[src/cpu_pkg.sv]
package cpu_pkg;

    localparam int DATA_WIDTH = 32;
    localparam int REG_ADDR_WIDTH = 5;

    typedef logic [DATA_WIDTH-1:0] data_t;
    typedef logic [DATA_WIDTH-1:0] addr_t;
    typedef logic [REG_ADDR_WIDTH-1:0] reg_addr_t;

    localparam addr_t RESET_PC = '0;
    localparam reg_addr_t LINK_REG = 5'd31;

    //////////////////////////////////////////////////////////////////////
    // Instruction fields
    //////////////////////////////////////////////////////////////////////

    // Primary opcode, instr[31:26]
    localparam logic [5:0] OP_SPECIAL = 6'h00;
    localparam logic [5:0] OP_J       = 6'h02;
    localparam logic [5:0] OP_JAL     = 6'h03;
    localparam logic [5:0] OP_BEQ     = 6'h04;
    localparam logic [5:0] OP_BNE     = 6'h05;
    localparam logic [5:0] OP_ADDIU   = 6'h09;
    localparam logic [5:0] OP_SLTI    = 6'h0a;
    localparam logic [5:0] OP_ANDI    = 6'h0c;
    localparam logic [5:0] OP_ORI     = 6'h0d;
    localparam logic [5:0] OP_XORI    = 6'h0e;
    localparam logic [5:0] OP_LUI     = 6'h0f;
    localparam logic [5:0] OP_LW      = 6'h23;
    localparam logic [5:0] OP_SW      = 6'h2b;

    // Function field of SPECIAL, instr[5:0]
    localparam logic [5:0] FN_SLL  = 6'h00;
    localparam logic [5:0] FN_SRL  = 6'h02;
    localparam logic [5:0] FN_SRA  = 6'h03;
    localparam logic [5:0] FN_SLLV = 6'h04;
    localparam logic [5:0] FN_SRLV = 6'h06;
    localparam logic [5:0] FN_SRAV = 6'h07;
    localparam logic [5:0] FN_JR   = 6'h08;
    localparam logic [5:0] FN_ADDU = 6'h21;
    localparam logic [5:0] FN_SUBU = 6'h23;
    localparam logic [5:0] FN_AND  = 6'h24;
    localparam logic [5:0] FN_OR   = 6'h25;
    localparam logic [5:0] FN_XOR  = 6'h26;
    localparam logic [5:0] FN_NOR  = 6'h27;
    localparam logic [5:0] FN_SLT  = 6'h2a;
    localparam logic [5:0] FN_SLTU = 6'h2b;

    typedef enum logic [3:0] {
        ALU_ADD, ALU_SUB, ALU_AND, ALU_OR, ALU_XOR, ALU_NOR,
        ALU_SLT, ALU_SLTU, ALU_LUI, ALU_SLL, ALU_SRL, ALU_SRA
    } alu_op_e;

    // BR_JR marks jr, which redirects to the EX result
    typedef enum logic [1:0] {BR_NONE, BR_EQ, BR_NE, BR_JR} branch_cond_e;

    typedef enum logic [1:0] {RES_ALU, RES_LINK, RES_OPA} res_sel_e;

    //////////////////////////////////////////////////////////////////////
    // Stage registers
    //////////////////////////////////////////////////////////////////////

    typedef struct packed {
        logic  valid;
        addr_t pc;
        addr_t pc_plus4;
        data_t instr;
    } ifid_t;

    typedef struct packed {
        logic         valid;
        addr_t        pc;
        addr_t        pc_plus4;
        data_t        rs_data;
        data_t        rt_data;
        reg_addr_t    rs;
        reg_addr_t    rt;
        data_t        imm;
        logic [4:0]   shamt;
        reg_addr_t    dest;
        logic         reg_write;
        logic         mem_read;
        logic         mem_write;
        branch_cond_e branch_cond;
        alu_op_e      alu_op;
        logic         b_sel_imm;
        logic         shamt_from_reg;
        res_sel_e     res_sel;
    } idex_t;

    typedef struct packed {
        logic         valid;
        addr_t        pc;
        addr_t        pc_plus4;
        data_t        result;
        data_t        store_data;
        reg_addr_t    dest;
        logic         reg_write;
        logic         mem_read;
        logic         mem_write;
        branch_cond_e branch_cond;
        addr_t        branch_target;
        logic         less;
        logic         zero;
    } exmem_t;

    typedef struct packed {
        logic      reg_write;
        reg_addr_t dest;
        data_t     data;
    } memwb_t;

endpackage
[src/cpu_pipeline.sv]
module cpu_pipeline
    import cpu_pkg::*;
(
    input  logic  clk,
    input  logic  reset,
    output addr_t imem_addr,
    input  data_t imem_data,
    output logic  dmem_read,
    output logic  dmem_write,
    output addr_t dmem_addr,
    output data_t dmem_wdata,
    input  data_t dmem_rdata,
    output addr_t mem_pc
);

    ifid_t  ifid;
    idex_t  idex;
    exmem_t exmem;
    memwb_t memwb;

    logic  load_use_stall;
    logic  id_redirect;
    addr_t id_target;
    // A taken branch or jr in MEM also flushes ID and EX
    logic  mem_redirect;
    addr_t mem_target;

    fetch_stage fetch0 (
        .clk          ( clk            ),
        .reset        ( reset          ),
        .stall        ( load_use_stall ),
        .mem_redirect ( mem_redirect   ),
        .mem_target   ( mem_target     ),
        .id_redirect  ( id_redirect    ),
        .id_target    ( id_target      ),
        .imem_addr    ( imem_addr      ),
        .imem_data    ( imem_data      ),
        .ifid         ( ifid           )
    );

    decode_stage decode0 (
        .clk            ( clk            ),
        .reset          ( reset          ),
        .ifid           ( ifid           ),
        .flush          ( mem_redirect   ),
        .memwb          ( memwb          ),
        .idex           ( idex           ),
        .load_use_stall ( load_use_stall ),
        .id_redirect    ( id_redirect    ),
        .id_target      ( id_target      )
    );

    execute_stage execute0 (
        .clk     ( clk          ),
        .reset   ( reset        ),
        .idex    ( idex         ),
        .flush   ( mem_redirect ),
        .mem_fwd ( exmem        ),
        .wb_fwd  ( memwb        ),
        .exmem   ( exmem        )
    );

    memory_stage memory0 (
        .clk        ( clk          ),
        .reset      ( reset        ),
        .exmem      ( exmem        ),
        .dmem_read  ( dmem_read    ),
        .dmem_write ( dmem_write   ),
        .dmem_addr  ( dmem_addr    ),
        .dmem_wdata ( dmem_wdata   ),
        .dmem_rdata ( dmem_rdata   ),
        .redirect   ( mem_redirect ),
        .target     ( mem_target   ),
        .memwb      ( memwb        )
    );

    assign mem_pc = exmem.pc;

endmodule

[src/memory_stage.sv]
module memory_stage
    import cpu_pkg::*;
(
    input  logic   clk,
    input  logic   reset,
    input  exmem_t exmem,
    output logic   dmem_read,
    output logic   dmem_write,
    output addr_t  dmem_addr,
    output data_t  dmem_wdata,
    input  data_t  dmem_rdata,
    output logic   redirect,
    output addr_t  target,
    output memwb_t memwb
);

    logic taken;

    always_comb begin
        case (exmem.branch_cond)
        BR_EQ:   taken = exmem.zero;
        BR_NE:   taken = !exmem.zero;
        BR_JR:   taken = 1'b1;
        default: taken = 1'b0;
        endcase
    end

    assign redirect = exmem.valid && taken;
    assign target = (exmem.branch_cond == BR_JR) ? exmem.result : exmem.branch_target;

    assign dmem_read  = exmem.valid && exmem.mem_read;
    assign dmem_write = exmem.valid && exmem.mem_write;
    assign dmem_addr  = exmem.result;
    assign dmem_wdata = exmem.store_data;

    always_ff @(posedge clk) begin
        if (reset) begin
            memwb <= '0;
        end else begin
            memwb.reg_write <= exmem.valid && exmem.reg_write;
            memwb.dest      <= exmem.dest;
            memwb.data      <= exmem.mem_read ? dmem_rdata : exmem.result;
        end
    end

endmodule

[src/execute_stage.sv]
module execute_stage
    import cpu_pkg::*;
(
    input  logic   clk,
    input  logic   reset,
    input  idex_t  idex,
    input  logic   flush,
    input  exmem_t mem_fwd,
    input  memwb_t wb_fwd,
    output exmem_t exmem
);

    data_t      op_a;
    data_t      op_b;
    data_t      alu_b;
    data_t      alu_result;
    data_t      ex_result;
    logic [4:0] alu_shamt;
    logic       alu_less;
    logic       alu_zero;

    // Youngest producer first; a load in MEM is covered by the stall
    function automatic data_t forward(reg_addr_t idx, data_t value);
        if (mem_fwd.valid && mem_fwd.reg_write && !mem_fwd.mem_read && mem_fwd.dest == idx) begin
            return mem_fwd.result;
        end
        if (wb_fwd.reg_write && wb_fwd.dest == idx) begin
            return wb_fwd.data;
        end
        return value;
    endfunction

    always_comb begin
        op_a = forward(idex.rs, idex.rs_data);
        op_b = forward(idex.rt, idex.rt_data);
    end

    assign alu_b = idex.b_sel_imm ? idex.imm : op_b;
    assign alu_shamt = idex.shamt_from_reg ? op_a[4:0] : idex.shamt;

    alu alu0 (
        .a      ( op_a       ),
        .b      ( alu_b      ),
        .shamt  ( alu_shamt  ),
        .op     ( idex.alu_op ),
        .result ( alu_result ),
        .less   ( alu_less   ),
        .zero   ( alu_zero   )
    );

    always_comb begin
        case (idex.res_sel)
        RES_LINK: ex_result = idex.pc_plus4;
        RES_OPA:  ex_result = op_a;
        default:  ex_result = alu_result;
        endcase
    end

    always_ff @(posedge clk) begin
        if (reset || flush) begin
            exmem <= '0;
        end else begin
            exmem.valid         <= idex.valid;
            exmem.pc            <= idex.pc;
            exmem.pc_plus4      <= idex.pc_plus4;
            exmem.result        <= ex_result;
            exmem.store_data    <= op_b;
            exmem.dest          <= idex.dest;
            exmem.reg_write     <= idex.reg_write;
            exmem.mem_read      <= idex.mem_read;
            exmem.mem_write     <= idex.mem_write;
            exmem.branch_cond   <= idex.branch_cond;
            exmem.branch_target <= idex.pc_plus4 + (idex.imm << 2);
            exmem.less          <= alu_less;
            exmem.zero          <= alu_zero;
        end
    end

endmodule

[src/alu.sv]
module alu
    import cpu_pkg::*;
(
    input  data_t      a,
    input  data_t      b,
    input  logic [4:0] shamt,
    input  alu_op_e    op,
    output data_t      result,
    output logic       less,
    output logic       zero
);

    always_comb begin
        if (op == ALU_SLTU) begin
            less = a < b;
        end else begin
            less = $signed(a) < $signed(b);
        end
    end

    always_comb begin
        case (op)
        ALU_ADD:  result = a + b;
        ALU_SUB:  result = a - b;
        ALU_AND:  result = a & b;
        ALU_OR:   result = a | b;
        ALU_XOR:  result = a ^ b;
        ALU_NOR:  result = ~(a | b);
        ALU_SLT,
        ALU_SLTU: result = {{(DATA_WIDTH-1){1'b0}}, less};
        ALU_LUI:  result = {b[15:0], 16'h0};
        // Shifts act on operand B, the rt value
        ALU_SLL:  result = b << shamt;
        ALU_SRL:  result = b >> shamt;
        ALU_SRA:  result = data_t'($signed(b) >>> shamt);
        default:  result = '0;
        endcase
    end

    // With ALU_SUB this flags rs == rt for beq and bne
    assign zero = (result == '0);

endmodule

[src/decode_stage.sv]
module decode_stage
    import cpu_pkg::*;
(
    input  logic   clk,
    input  logic   reset,
    input  ifid_t  ifid,
    input  logic   flush,
    input  memwb_t memwb,
    output idex_t  idex,
    output logic   load_use_stall,
    output logic   id_redirect,
    output addr_t  id_target
);

    data_t      instr;
    logic [5:0] opcode;
    logic [5:0] funct;
    reg_addr_t  rs;
    reg_addr_t  rt;
    reg_addr_t  rd;
    data_t      rs_data;
    data_t      rt_data;
    idex_t      dec;
    reg_addr_t  dest;
    logic       write_en;
    logic       sign_ext;
    logic       jump;

    assign instr  = ifid.instr;
    assign opcode = instr[31:26];
    assign funct  = instr[5:0];
    assign rs     = instr[25:21];
    assign rt     = instr[20:16];
    assign rd     = instr[15:11];

    register_file regfile0 (
        .clk     ( clk     ),
        .reset   ( reset   ),
        .rs_addr ( rs      ),
        .rt_addr ( rt      ),
        .rs_data ( rs_data ),
        .rt_data ( rt_data ),
        .wb      ( memwb   )
    );

    //////////////////////////////////////////////////////////////////////
    // Decoder
    //////////////////////////////////////////////////////////////////////

    always_comb begin
        dec = '0;
        dec.valid    = 1'b1;
        dec.pc       = ifid.pc;
        dec.pc_plus4 = ifid.pc_plus4;
        dec.rs       = rs;
        dec.rt       = rt;
        dec.rs_data  = rs_data;
        dec.rt_data  = rt_data;
        dec.shamt    = instr[10:6];
        dec.alu_op   = ALU_ADD;
        dest     = rt;
        write_en = 1'b0;
        sign_ext = 1'b1;
        jump     = 1'b0;

        case (opcode)
        OP_SPECIAL: begin
            dest     = rd;
            write_en = 1'b1;
            case (funct)
            FN_SLL:  dec.alu_op = ALU_SLL;
            FN_SRL:  dec.alu_op = ALU_SRL;
            FN_SRA:  dec.alu_op = ALU_SRA;
            FN_SLLV: begin
                dec.alu_op         = ALU_SLL;
                dec.shamt_from_reg = 1'b1;
            end
            FN_SRLV: begin
                dec.alu_op         = ALU_SRL;
                dec.shamt_from_reg = 1'b1;
            end
            FN_SRAV: begin
                dec.alu_op         = ALU_SRA;
                dec.shamt_from_reg = 1'b1;
            end
            FN_JR: begin
                write_en        = 1'b0;
                dec.res_sel     = RES_OPA;
                dec.branch_cond = BR_JR;
            end
            FN_ADDU: dec.alu_op = ALU_ADD;
            FN_SUBU: dec.alu_op = ALU_SUB;
            FN_AND:  dec.alu_op = ALU_AND;
            FN_OR:   dec.alu_op = ALU_OR;
            FN_XOR:  dec.alu_op = ALU_XOR;
            FN_NOR:  dec.alu_op = ALU_NOR;
            FN_SLT:  dec.alu_op = ALU_SLT;
            FN_SLTU: dec.alu_op = ALU_SLTU;
            default: write_en = 1'b0;
            endcase
        end
        OP_ADDIU, OP_SLTI, OP_ANDI, OP_ORI, OP_XORI, OP_LUI: begin
            write_en      = 1'b1;
            dec.b_sel_imm = 1'b1;
            // Logic ops and lui take a zero-extended immediate
            sign_ext = (opcode == OP_ADDIU) || (opcode == OP_SLTI);
            case (opcode)
            OP_SLTI: dec.alu_op = ALU_SLT;
            OP_ANDI: dec.alu_op = ALU_AND;
            OP_ORI:  dec.alu_op = ALU_OR;
            OP_XORI: dec.alu_op = ALU_XOR;
            OP_LUI:  dec.alu_op = ALU_LUI;
            default: dec.alu_op = ALU_ADD;
            endcase
        end
        OP_LW: begin
            write_en      = 1'b1;
            dec.b_sel_imm = 1'b1;
            dec.mem_read  = 1'b1;
        end
        OP_SW: begin
            dec.b_sel_imm = 1'b1;
            dec.mem_write = 1'b1;
        end
        OP_BEQ: begin
            dec.alu_op      = ALU_SUB;
            dec.branch_cond = BR_EQ;
        end
        OP_BNE: begin
            dec.alu_op      = ALU_SUB;
            dec.branch_cond = BR_NE;
        end
        OP_J: jump = 1'b1;
        OP_JAL: begin
            jump        = 1'b1;
            write_en    = 1'b1;
            dest        = LINK_REG;
            dec.res_sel = RES_LINK;
        end
        default: ;
        endcase

        dec.imm = sign_ext ? {{16{instr[15]}}, instr[15:0]} : {16'h0, instr[15:0]};
        dec.dest = dest;
        // Writes to $0 are dropped here so later stages never see them
        dec.reg_write = write_en && (dest != '0);
    end

    assign id_redirect = ifid.valid && jump;
    assign id_target = {ifid.pc_plus4[31:28], instr[25:0], 2'b00};

    // Load in EX whose result the instruction in ID needs
    assign load_use_stall = ifid.valid && idex.valid && idex.mem_read && idex.reg_write &&
                            (idex.dest == rs || idex.dest == rt);

    always_ff @(posedge clk) begin
        if (reset || flush || load_use_stall || !ifid.valid) begin
            idex <= '0;
        end else begin
            idex <= dec;
        end
    end

endmodule

[src/register_file.sv]
module register_file
    import cpu_pkg::*;
(
    input  logic      clk,
    input  logic      reset,
    input  reg_addr_t rs_addr,
    input  reg_addr_t rt_addr,
    output data_t     rs_data,
    output data_t     rt_data,
    input  memwb_t    wb
);

    data_t regs [32];

    // Same-cycle write shows through to the reader
    function automatic data_t read_port(reg_addr_t addr);
        if (addr == '0) begin
            return '0;
        end
        if (wb.reg_write && wb.dest == addr) begin
            return wb.data;
        end
        return regs[addr];
    endfunction

    always_comb begin
        rs_data = read_port(rs_addr);
        rt_data = read_port(rt_addr);
    end

    always_ff @(posedge clk) begin
        if (reset) begin
            for (int i = 0; i < 32; i++) begin
                regs[i] <= '0;
            end
        end else if (wb.reg_write && wb.dest != '0) begin
            regs[wb.dest] <= wb.data;
        end
    end

endmodule

[src/fetch_stage.sv]
module fetch_stage
    import cpu_pkg::*;
(
    input  logic  clk,
    input  logic  reset,
    input  logic  stall,
    input  logic  mem_redirect,
    input  addr_t mem_target,
    input  logic  id_redirect,
    input  addr_t id_target,
    output addr_t imem_addr,
    input  data_t imem_data,
    output ifid_t ifid
);

    addr_t pc;
    addr_t pc_plus4;

    assign pc_plus4 = pc + 32'd4;
    assign imem_addr = pc;

    // Branch from MEM wins, then the stall, then a jump from ID
    always_ff @(posedge clk) begin
        if (reset) begin
            pc <= RESET_PC;
        end else if (mem_redirect) begin
            pc <= mem_target;
        end else if (!stall) begin
            pc <= id_redirect ? id_target : pc_plus4;
        end
    end

    always_ff @(posedge clk) begin
        if (reset || mem_redirect) begin
            ifid <= '0;
        end else if (!stall) begin
            if (id_redirect) begin
                ifid <= '0;
            end else begin
                ifid <= '{valid: 1'b1, pc: pc, pc_plus4: pc_plus4, instr: imem_data};
            end
        end
    end

endmodule

[config.mk]
export PLATFORM = sky130hd
export DESIGN_NAME = cpu_pipeline
export DESIGN_NICKNAME = d
export VERILOG_FILES = /design/src/cpu_pkg.sv /design/src/cpu_pipeline.sv /design/src/memory_stage.sv /design/src/execute_stage.sv /design/src/alu.sv /design/src/decode_stage.sv /design/src/register_file.sv /design/src/fetch_stage.sv
export SDC_FILE = /design/constraint.sdc
export NUM_CORES = 2
export LEC_CHECK = 0
export BUFFER_PORTS_ARGS = -buffer_cell sky130_fd_sc_hd__buf_4
export CAP_MARGIN = 30
export CORE_UTILIZATION = 55
export DETAILED_ROUTE_END_ITERATION = 10
export PLACE_DENSITY = 0.81
export SYNTH_ARGS = -nofsm -noshare
export SYNTH_HDL_FRONTEND = slang
export SYNTH_SLANG_ARGS = --single-unit
[constraint.sdc]
create_clock -name clk -period 5.6 [get_ports clk]
set_input_delay 0 -clock clk [delete_from_list [all_inputs] [get_ports clk]]
set_output_delay 0 -clock clk [all_outputs]
set_load 0.01 [all_outputs]
After elaboration in Yosys (flattened, before gate mapping)

Memories as Yosys holds them, arrays and structs flattened. A register that Yosys moved wholly into a read port is not among the register bits.
Index checks and enable logic that the tools add are counted.

Add/subtract/negate cells: 4
Muxes and demuxes: 71
Bitwise logic cells: 6
Equal/unequal tests: 51
Shift operators: 3
Reductions and logical operators: 48
Order comparisons: 2

Operators by type and width:

| kind                  | number |
|---|---|
| $mux 32               | 24 |
| $pmux 32 s11          | 1 |
| $mux 194              | 1 |
| $mux 97               | 1 |
| $add 32x32->32        | 2 |
| $lt 32x32->1          | 2 |
| $pmux 32 s2           | 1 |
| $eq 6x6->1 const B    | 10 |
| $eq 6x4->1 const B    | 7 |
| $eq 5x5->1            | 8 |
| $pmux 4 s10           | 1 |
| $add 32x3->32 const B | 1 |
| $and 32x32->32        | 1 |
| $logic_not 32->1      | 1 |
| $not 32->32           | 1 |
| $or 32x32->32         | 1 |
| $reduce_or 32->1      | 1 |
| $shl 32x5->32         | 1 |
| $shr 32x5->32         | 1 |
| $sshr 32x5->32        | 1 |
| $sub 32x32->32        | 1 |
| $xor 32x32->32        | 1 |
| $eq 6x3->1 const B    | 5 |
| $mux 5                | 6 |
| other kinds (30)      | 105 |

Word-level logic and storage cells: 224
Register bits: 486
RAM bits: 1024
Bits of input ports: 66
Memories: 1

Memories:

| name                  | words | bits a word | rd ports | clocked after Yosys merged registers in | wr ports | RTL line            | text |
|---|---|---|---|---|---|---|---|
| decode0.regfile0.regs | 32    | 32          | 2        | 2                                       | 32       | register_file.sv:13 | `data_t regs [32];` |

Logic depth before layout (Yosys ltp)

Depth after elaboration: 12
Depth in mapped cells: 27
Depth with buffers taken out: 22

By module

Synthesis repeated with hierarchy kept, for this count alone.

Cell total of the unflattened synthesis: 7765
Area total of the unflattened synthesis: 88381.0 um^2

By module, submodules not included:

| module        | cells an instance | area an instance (um^2) | times used |
|---|---|---|---|
| register_file | 3904              | 55655.9                 | 1 |
| alu           | 1512              | 10440.0                 | 1 |
| execute_stage | 974               | 8528.2                  | 1 |
| decode_stage  | 524               | 5799.3                  | 1 |
| fetch_stage   | 630               | 5606.6                  | 1 |
| memory_stage  | 221               | 2351.0                  | 1 |

Least setup slack after synthesis

Ideal clock, no wire load.

Kind: reg-to-reg
Start: register memory0.memwb[33] (netlist name)
End: register execute0.exmem[0] (netlist name)
Setup slack: -0.388 ns
Cell stages (with the launch flop): 25
Period minus slack after synthesis: 5.988 ns
Path buffers: 4
Arrival: 5.915 ns
Required time: 5.527 ns
Library setup time: 0.073 ns
Path through: dfxtp_1 -> buf_2 -> xor2_1 -> or4_1 -> buf_2 -> nor2_2 -> clkbuf_1 -> mux2i_1 -> o21ai_0 -> ha_1 -> clkbuf_1 -> nor4b_1 -> a2111oi_0 -> o21ai_0 -> nand2b_1 -> a311oi_1 -> o21a_1 -> o31ai_1 -> a221oi_1 -> o31ai_1 -> nor2_1 -> a211o_1 -> a211oi_1 -> nand4_1 -> nor3_2

Word-level cells in the longest chain between the ends: 11
Elaborated cells between the ends (all ways): 30

Ends and longest elaborated chain:

| element                                    | RTL line             | text |
|---|---|---|
| $eq 5x5->1                                 | execute_stage.sv:27  | `if (wb_fwd.reg_write && wb_fwd.dest == idx) begin` |
| $logic_and 1x1->1                          | execute_stage.sv:27  |  |
| $mux 1 (2 in a row)                        | execute_stage.sv:27  |  |
| $mux 32                                    | execute_stage.sv:30  | `return value;` |
| $mux 32                                    | execute_stage.sv:27  |  |
| $mux 32                                    | execute_stage.sv:38  | `assign alu_b = idex.b_sel_imm ? idex.imm : op_b;` |
| $lt 32x32->1, or another cell as far along | alu.sv:17            | `less = $signed(a) < $signed(b);` |
| $mux 1 or $not 32->32 (tied branches)      | alu.sv:14, alu.sv:28 |  |
| $pmux 32 s11 (*)                           | alu.sv:22            | `case (op)` |
| $logic_not 32->1 (*)                       | alu.sv:41            | `assign zero = (result == '0);` |

Every way passes the cells marked *; elsewhere a longest branch is shown, timed or not. The select of a mux whose other input is x is not followed.
A chain may end at the register's enable or synchronous reset.

Worst setup path in the final report

Start: register execute0.exmem[37] (netlist name)
End: register execute0.exmem[0] (netlist name)

Word-level cells in the longest chain between the ends: 10
Elaborated cells between the ends (all ways): 24

Ends and longest elaborated chain:

| element                                    | RTL line             | text |
|---|---|---|
| $logic_not 1->1 (*)                        | execute_stage.sv:24  | `if (mem_fwd.valid && mem_fwd.reg_write && !mem_fwd.mem_read && mem_fwd.dest == idx) begin` |
| $logic_and 1x1->1 (*)                      | execute_stage.sv:24  |  |
| $logic_and 1x1->1                          | execute_stage.sv:24  |  |
| $mux 1                                     | execute_stage.sv:24  |  |
| $mux 32                                    | execute_stage.sv:27  |  |
| $mux 32                                    | execute_stage.sv:38  |  |
| $lt 32x32->1, or another cell as far along | alu.sv:17            |  |
| $mux 1 or $not 32->32 (tied branches)      | alu.sv:14, alu.sv:28 |  |
| $pmux 32 s11 (*)                           | alu.sv:22            |  |
| $logic_not 32->1 (*)                       | alu.sv:41            |  |

Every way passes the cells marked *; elsewhere a longest branch is shown, timed or not.

==> flow_metrics.tcl <==
set metrics [dict create \
    setup.worst_path.class "register to register" \
    clock-skew-final_ns 0.0855 \
    achievable-frequency_mhz 176 \
    first_global_vias 67100 \
    clock-root-buffer "sky130_fd_sc_hd__clkbuf_16" \
    yosysMostFrequentCell "sky130_fd_sc_hd__and2_1" \
    synth.mux.area_fraction_pct 19.9 \
    areaGrowthSynthToFinish_pct 17.4 \
    multi_input_comb_area_um2 41400 \
    synth_enable_flop_cells 1024 \
    fp.dieW_um 394 \
    cts-htree-levels 4 \
    fp.dieH_um 394 \
    first_iter_violations 10300 \
    crit_path_end_kind "register" \
    yosys.area_share.xor_xnor_pct 1.04 \
    synthesis.area_per_instance_um2 12.0 \
    wl_per_cell_um 35.9 \
    worstSkewPairLatency_ns 0.82 \
    nNetsFinal 7751 \
    cts.path.max_buffers 3 \
    gp_congestion 1.06 \
    port_buffers 195 \
    cts_buffers 157 \
    max-cap-violations 0 \
    grt_busiest_layer "met2" \
    worstMarginPinSlew_ns 1.28 \
    globalRouteMet3Util_pct 12.0 \
    ys_dominant_reg_cell "sky130_fd_sc_hd__edfxtp_1" \
    wl_um 349000 \
    synth_area_leaders "sky130_fd_sc_hd__edfxtp_1 36%, sky130_fd_sc_hd__mux4_2 17%, sky130_fd_sc_hd__dfxtp_1 11%" \
    required_ns 6.32 \
    placedCellCount 9305 \
    synthesis.yosys.warnings 0 \
    grt_met1_use_pct 54.2 \
    nFillCells 10900 \
    status "complete, but fails checks" \
    yosys_top_cell_by_area "sky130_fd_sc_hd__edfxtp_1" \
    synth_top_area_share_pct 36.4 \
    detailroute.via_count 68200 \
    met2_resource_use_gr_pct 68.0 \
    synth-adder-area-share_pct 1.97 \
    cts_tree "built" \
    leakagePower_nw 37.3 \
    die-area_um2 155000 \
    finish.instance_area_um2 99200 \
    cts.reportedPaths.clkPinSlew_ns 0.07 \
    p_per_area_nw_per_um2 280 \
    sequential_cell_area_um2 40500 \
    design_power_total_mw 27.8 \
    synth_commonest_cells "1157 x sky130_fd_sc_hd__and2_1, 1024 x sky130_fd_sc_hd__edfxtp_1, 647 x sky130_fd_sc_hd__mux4_2, 531 x sky130_fd_sc_hd__clkbuf_1, 485 x sky130_fd_sc_hd__dfxtp_1" \
    yosys.area_share.simple_pct 15.5 \
    synth_cells 7013 \
    hp_class "primary input to register" \
    postSynthRegisterBits 1509 \
    drv_slew 0 \
    setup_violations_final 1 \
    detailed_placement_hpwl_um 239000 \
    layout_setup_ws_ns -0.0810 \
    final_layout_size_suffix_gt1_share_pct 28.0 \
    drt_pass1_iterations 7 \
    fraction_of_the_cycle_the_final_worst_path_needs_pct 101 \
    combinational_family_with_the_most_area_after_synthesis "multiplexers" \
    gr-total-overflow 0 \
    timing.slew.headroom_pct 14.7 \
    cp.arrival_ns 6.41 \
    failed_checks "negative setup slack" \
    pin_count 196 \
    synth_async_sr_flop_share_pct 0 \
    synth_compound_gate_area_share_pct 9.30 \
    postPlaceCellArea_um2 91900 \
    vdd.ir_drop.worst_mv 0.344 \
    drtAntennaViolNets 0 \
    numClockSinks 1509 \
    grt_util_all_layers_pct 44.3 \
    grt_pass1_wl_um 490000 \
    floorplan.initialDensity_pct 55.5 \
    core_area_um2 152000 \
    number_of_remaining_drc_errors 0 \
    grt_antenna_before_repair 26 \
    setup.worst_path.start_class "register" \
    layout_min_cycle_time_ns 5.68 \
    grt_start_max_net_pins 89 \
    post_synthesis_cell_area_um2 84500 \
    instances_no_fill 9723 \
    setup_repair_after_global_routing_missed_its_margin "yes" \
    final.setup.tns_ns -0.0810 \
    crit_fanout 4 \
    yosysUniqueCellTypes 107 \
    synth-seq-area-share_pct 47.9 \
    placement_rows 143 \
    routed_via_density 7.02 \
    hold_violations 0 \
]
==> per-layer routing <==
metal / vias up / part of all wire (%) / wire, µm
met3: 1643 / 13 / 44700
met1: 33300 / 34 / 117000
li1: 27400 / - / -
met2: 5868 / 45 / 156000
met4: 14 / 8.8 / 30700
met5: - / 0.026 / 90
==> worst max-delay path, stage by stage (launching register included) <==
cell	delay, ns
sky130_fd_sc_hd__dfxtp_2	0.32
sky130_fd_sc_hd__nand3b_4	0.17
sky130_fd_sc_hd__or4_4	0.57
sky130_fd_sc_hd__or2_4	0.28
sky130_fd_sc_hd__a311oi_4	0.39
sky130_fd_sc_hd__a21o_1	0.17
sky130_fd_sc_hd__buf_6	0.11
sky130_fd_sc_hd__ha_2	0.17
sky130_fd_sc_hd__inv_1	0.05
sky130_fd_sc_hd__fa_2	0.34
sky130_fd_sc_hd__nor2b_4	0.15
sky130_fd_sc_hd__o21ai_4	0.19
sky130_fd_sc_hd__a211oi_4	0.12
sky130_fd_sc_hd__or3_4	0.40
sky130_fd_sc_hd__a31oi_1	0.19
sky130_fd_sc_hd__nor2_1	0.08
sky130_fd_sc_hd__o21ai_1	0.17
sky130_fd_sc_hd__o21ai_1	0.11
sky130_fd_sc_hd__o21ai_2	0.29
sky130_fd_sc_hd__buf_4	0.17
sky130_fd_sc_hd__and4_1	0.21
sky130_fd_sc_hd__nand4_1	0.10
sky130_fd_sc_hd__buf_4	0.18
sky130_fd_sc_hd__nor4_2	0.26
sky130_fd_sc_hd__buf_4	0.17
sky130_fd_sc_hd__nand2_2	0.06
sky130_fd_sc_hd__nor3_2	0.17
==> cells in the final DEF (no fill, tap or decap), types with 37 or more instances in the layout <==
cell type and instances:
sky130_fd_sc_hd__a211oi_1 172, sky130_fd_sc_hd__a21oi_1 244, sky130_fd_sc_hd__a221oi_1 65, sky130_fd_sc_hd__a311oi_1 40
sky130_fd_sc_hd__a31oi_1 37, sky130_fd_sc_hd__and2_1 1155, sky130_fd_sc_hd__and3_1 44, sky130_fd_sc_hd__buf_4 951
sky130_fd_sc_hd__clkbuf_16 159, sky130_fd_sc_hd__dfxtp_1 469, sky130_fd_sc_hd__dlygate4sd3_1 99, sky130_fd_sc_hd__edfxtp_1 1024
sky130_fd_sc_hd__ha_1 116, sky130_fd_sc_hd__inv_1 113, sky130_fd_sc_hd__mux2i_1 201, sky130_fd_sc_hd__mux4_2 647
sky130_fd_sc_hd__nand2_1 301, sky130_fd_sc_hd__nand3_1 195, sky130_fd_sc_hd__nor2_1 355, sky130_fd_sc_hd__nor3_1 100
sky130_fd_sc_hd__o211ai_1 39, sky130_fd_sc_hd__o21ai_0 157, sky130_fd_sc_hd__or2_2 37, sky130_fd_sc_hd__xnor2_1 47
sky130_fd_sc_hd__xor2_1 52
==> power by group <==
part | total, mW | switching (mW) | internal [mW]
Combinational | 4.11 | 2.35 | 1.76
Clock | 11.0 | 4.73 | 6.28
Sequential | 12.6 | 0.394 | 12.3
Total | 27.8 | 7.47 | 20.3
==> flip-flops by register name (all words and copies together) (netlist names), named ones only <==
name and count:
decode0.regfile0.regs 1024, decode0.idex 172, fetch0.ifid 95, execute0.exmem 138, memory0.memwb 38, fetch0.imem_addr 32
==> cell type report <==
type | instances | area share (%)
Multi-Input combinational cell | 4668 | 41.7
Sequential cell | 1509 | 40.8
Clock buffer | 194 | 4.23
Antenna cell | 13 | 0.0328
Tap cell | 2030 | 2.56
Timing Repair Buffer | 1097 | 8.98
Inverter | 121 | 0.458
Clock inverter | 91 | 1.21
==> through the flow <==
| stage | worst slack, ns | utilization [%] | hold WS (ns) |
|---|---|---|---|
| after floorplan | 0.0386 | - | 0.147 |
| after global placement | -0.902 | 60.3 | 0.237 |
| after detailed placement | -0.900 | 60.3 | 0.247 |
| after CTS | 0.00136 | 64.9 | 0.00234 |
| after global routing | -0.236 | 65.1 | 0.0495 |
| final | -0.0810 | 65.2 | 0.0231 |
==> repair_timing <==
action | 4_1_cts | 5_1_grt
setup endpoints to repair | 19 | 11
hold buffers | 99 | 0
hold endpoints to repair | 94 | 0
pin swaps | 51 | 12
resized for setup | 112 | 39
buffers inserted | 11 | 5
==> path summary, 6_finish.rpt <==
kind / slack, ns / cells past startpoint / endpoint / start
min reg2reg: 0.41 / 1 / execute0.exmem[168] / decode0.idex[189]
max: -0.08 / 26 / execute0.exmem[0] / execute0.exmem[37]
max reg2reg: -0.08 / 26 / execute0.exmem[0] / execute0.exmem[37]
min: 0.02 / 4 / fetch0.ifid[10] / imem_data[10]
==> cell families after synthesis <==
| logic type | count (synthesis) |
|---|---|
| multiplexers | 866 |
| buffers and inverters | 867 |
| adder cells (fa/ha/maj) | 131 |
| XOR/XNOR | 100 |
| AO/OA/AOI/OAI | 1133 |
| flip-flops | 1509 |
| other | 1 |
| AND/OR/NAND/NOR | 2406 |
(Power assumes the default switching activity.)
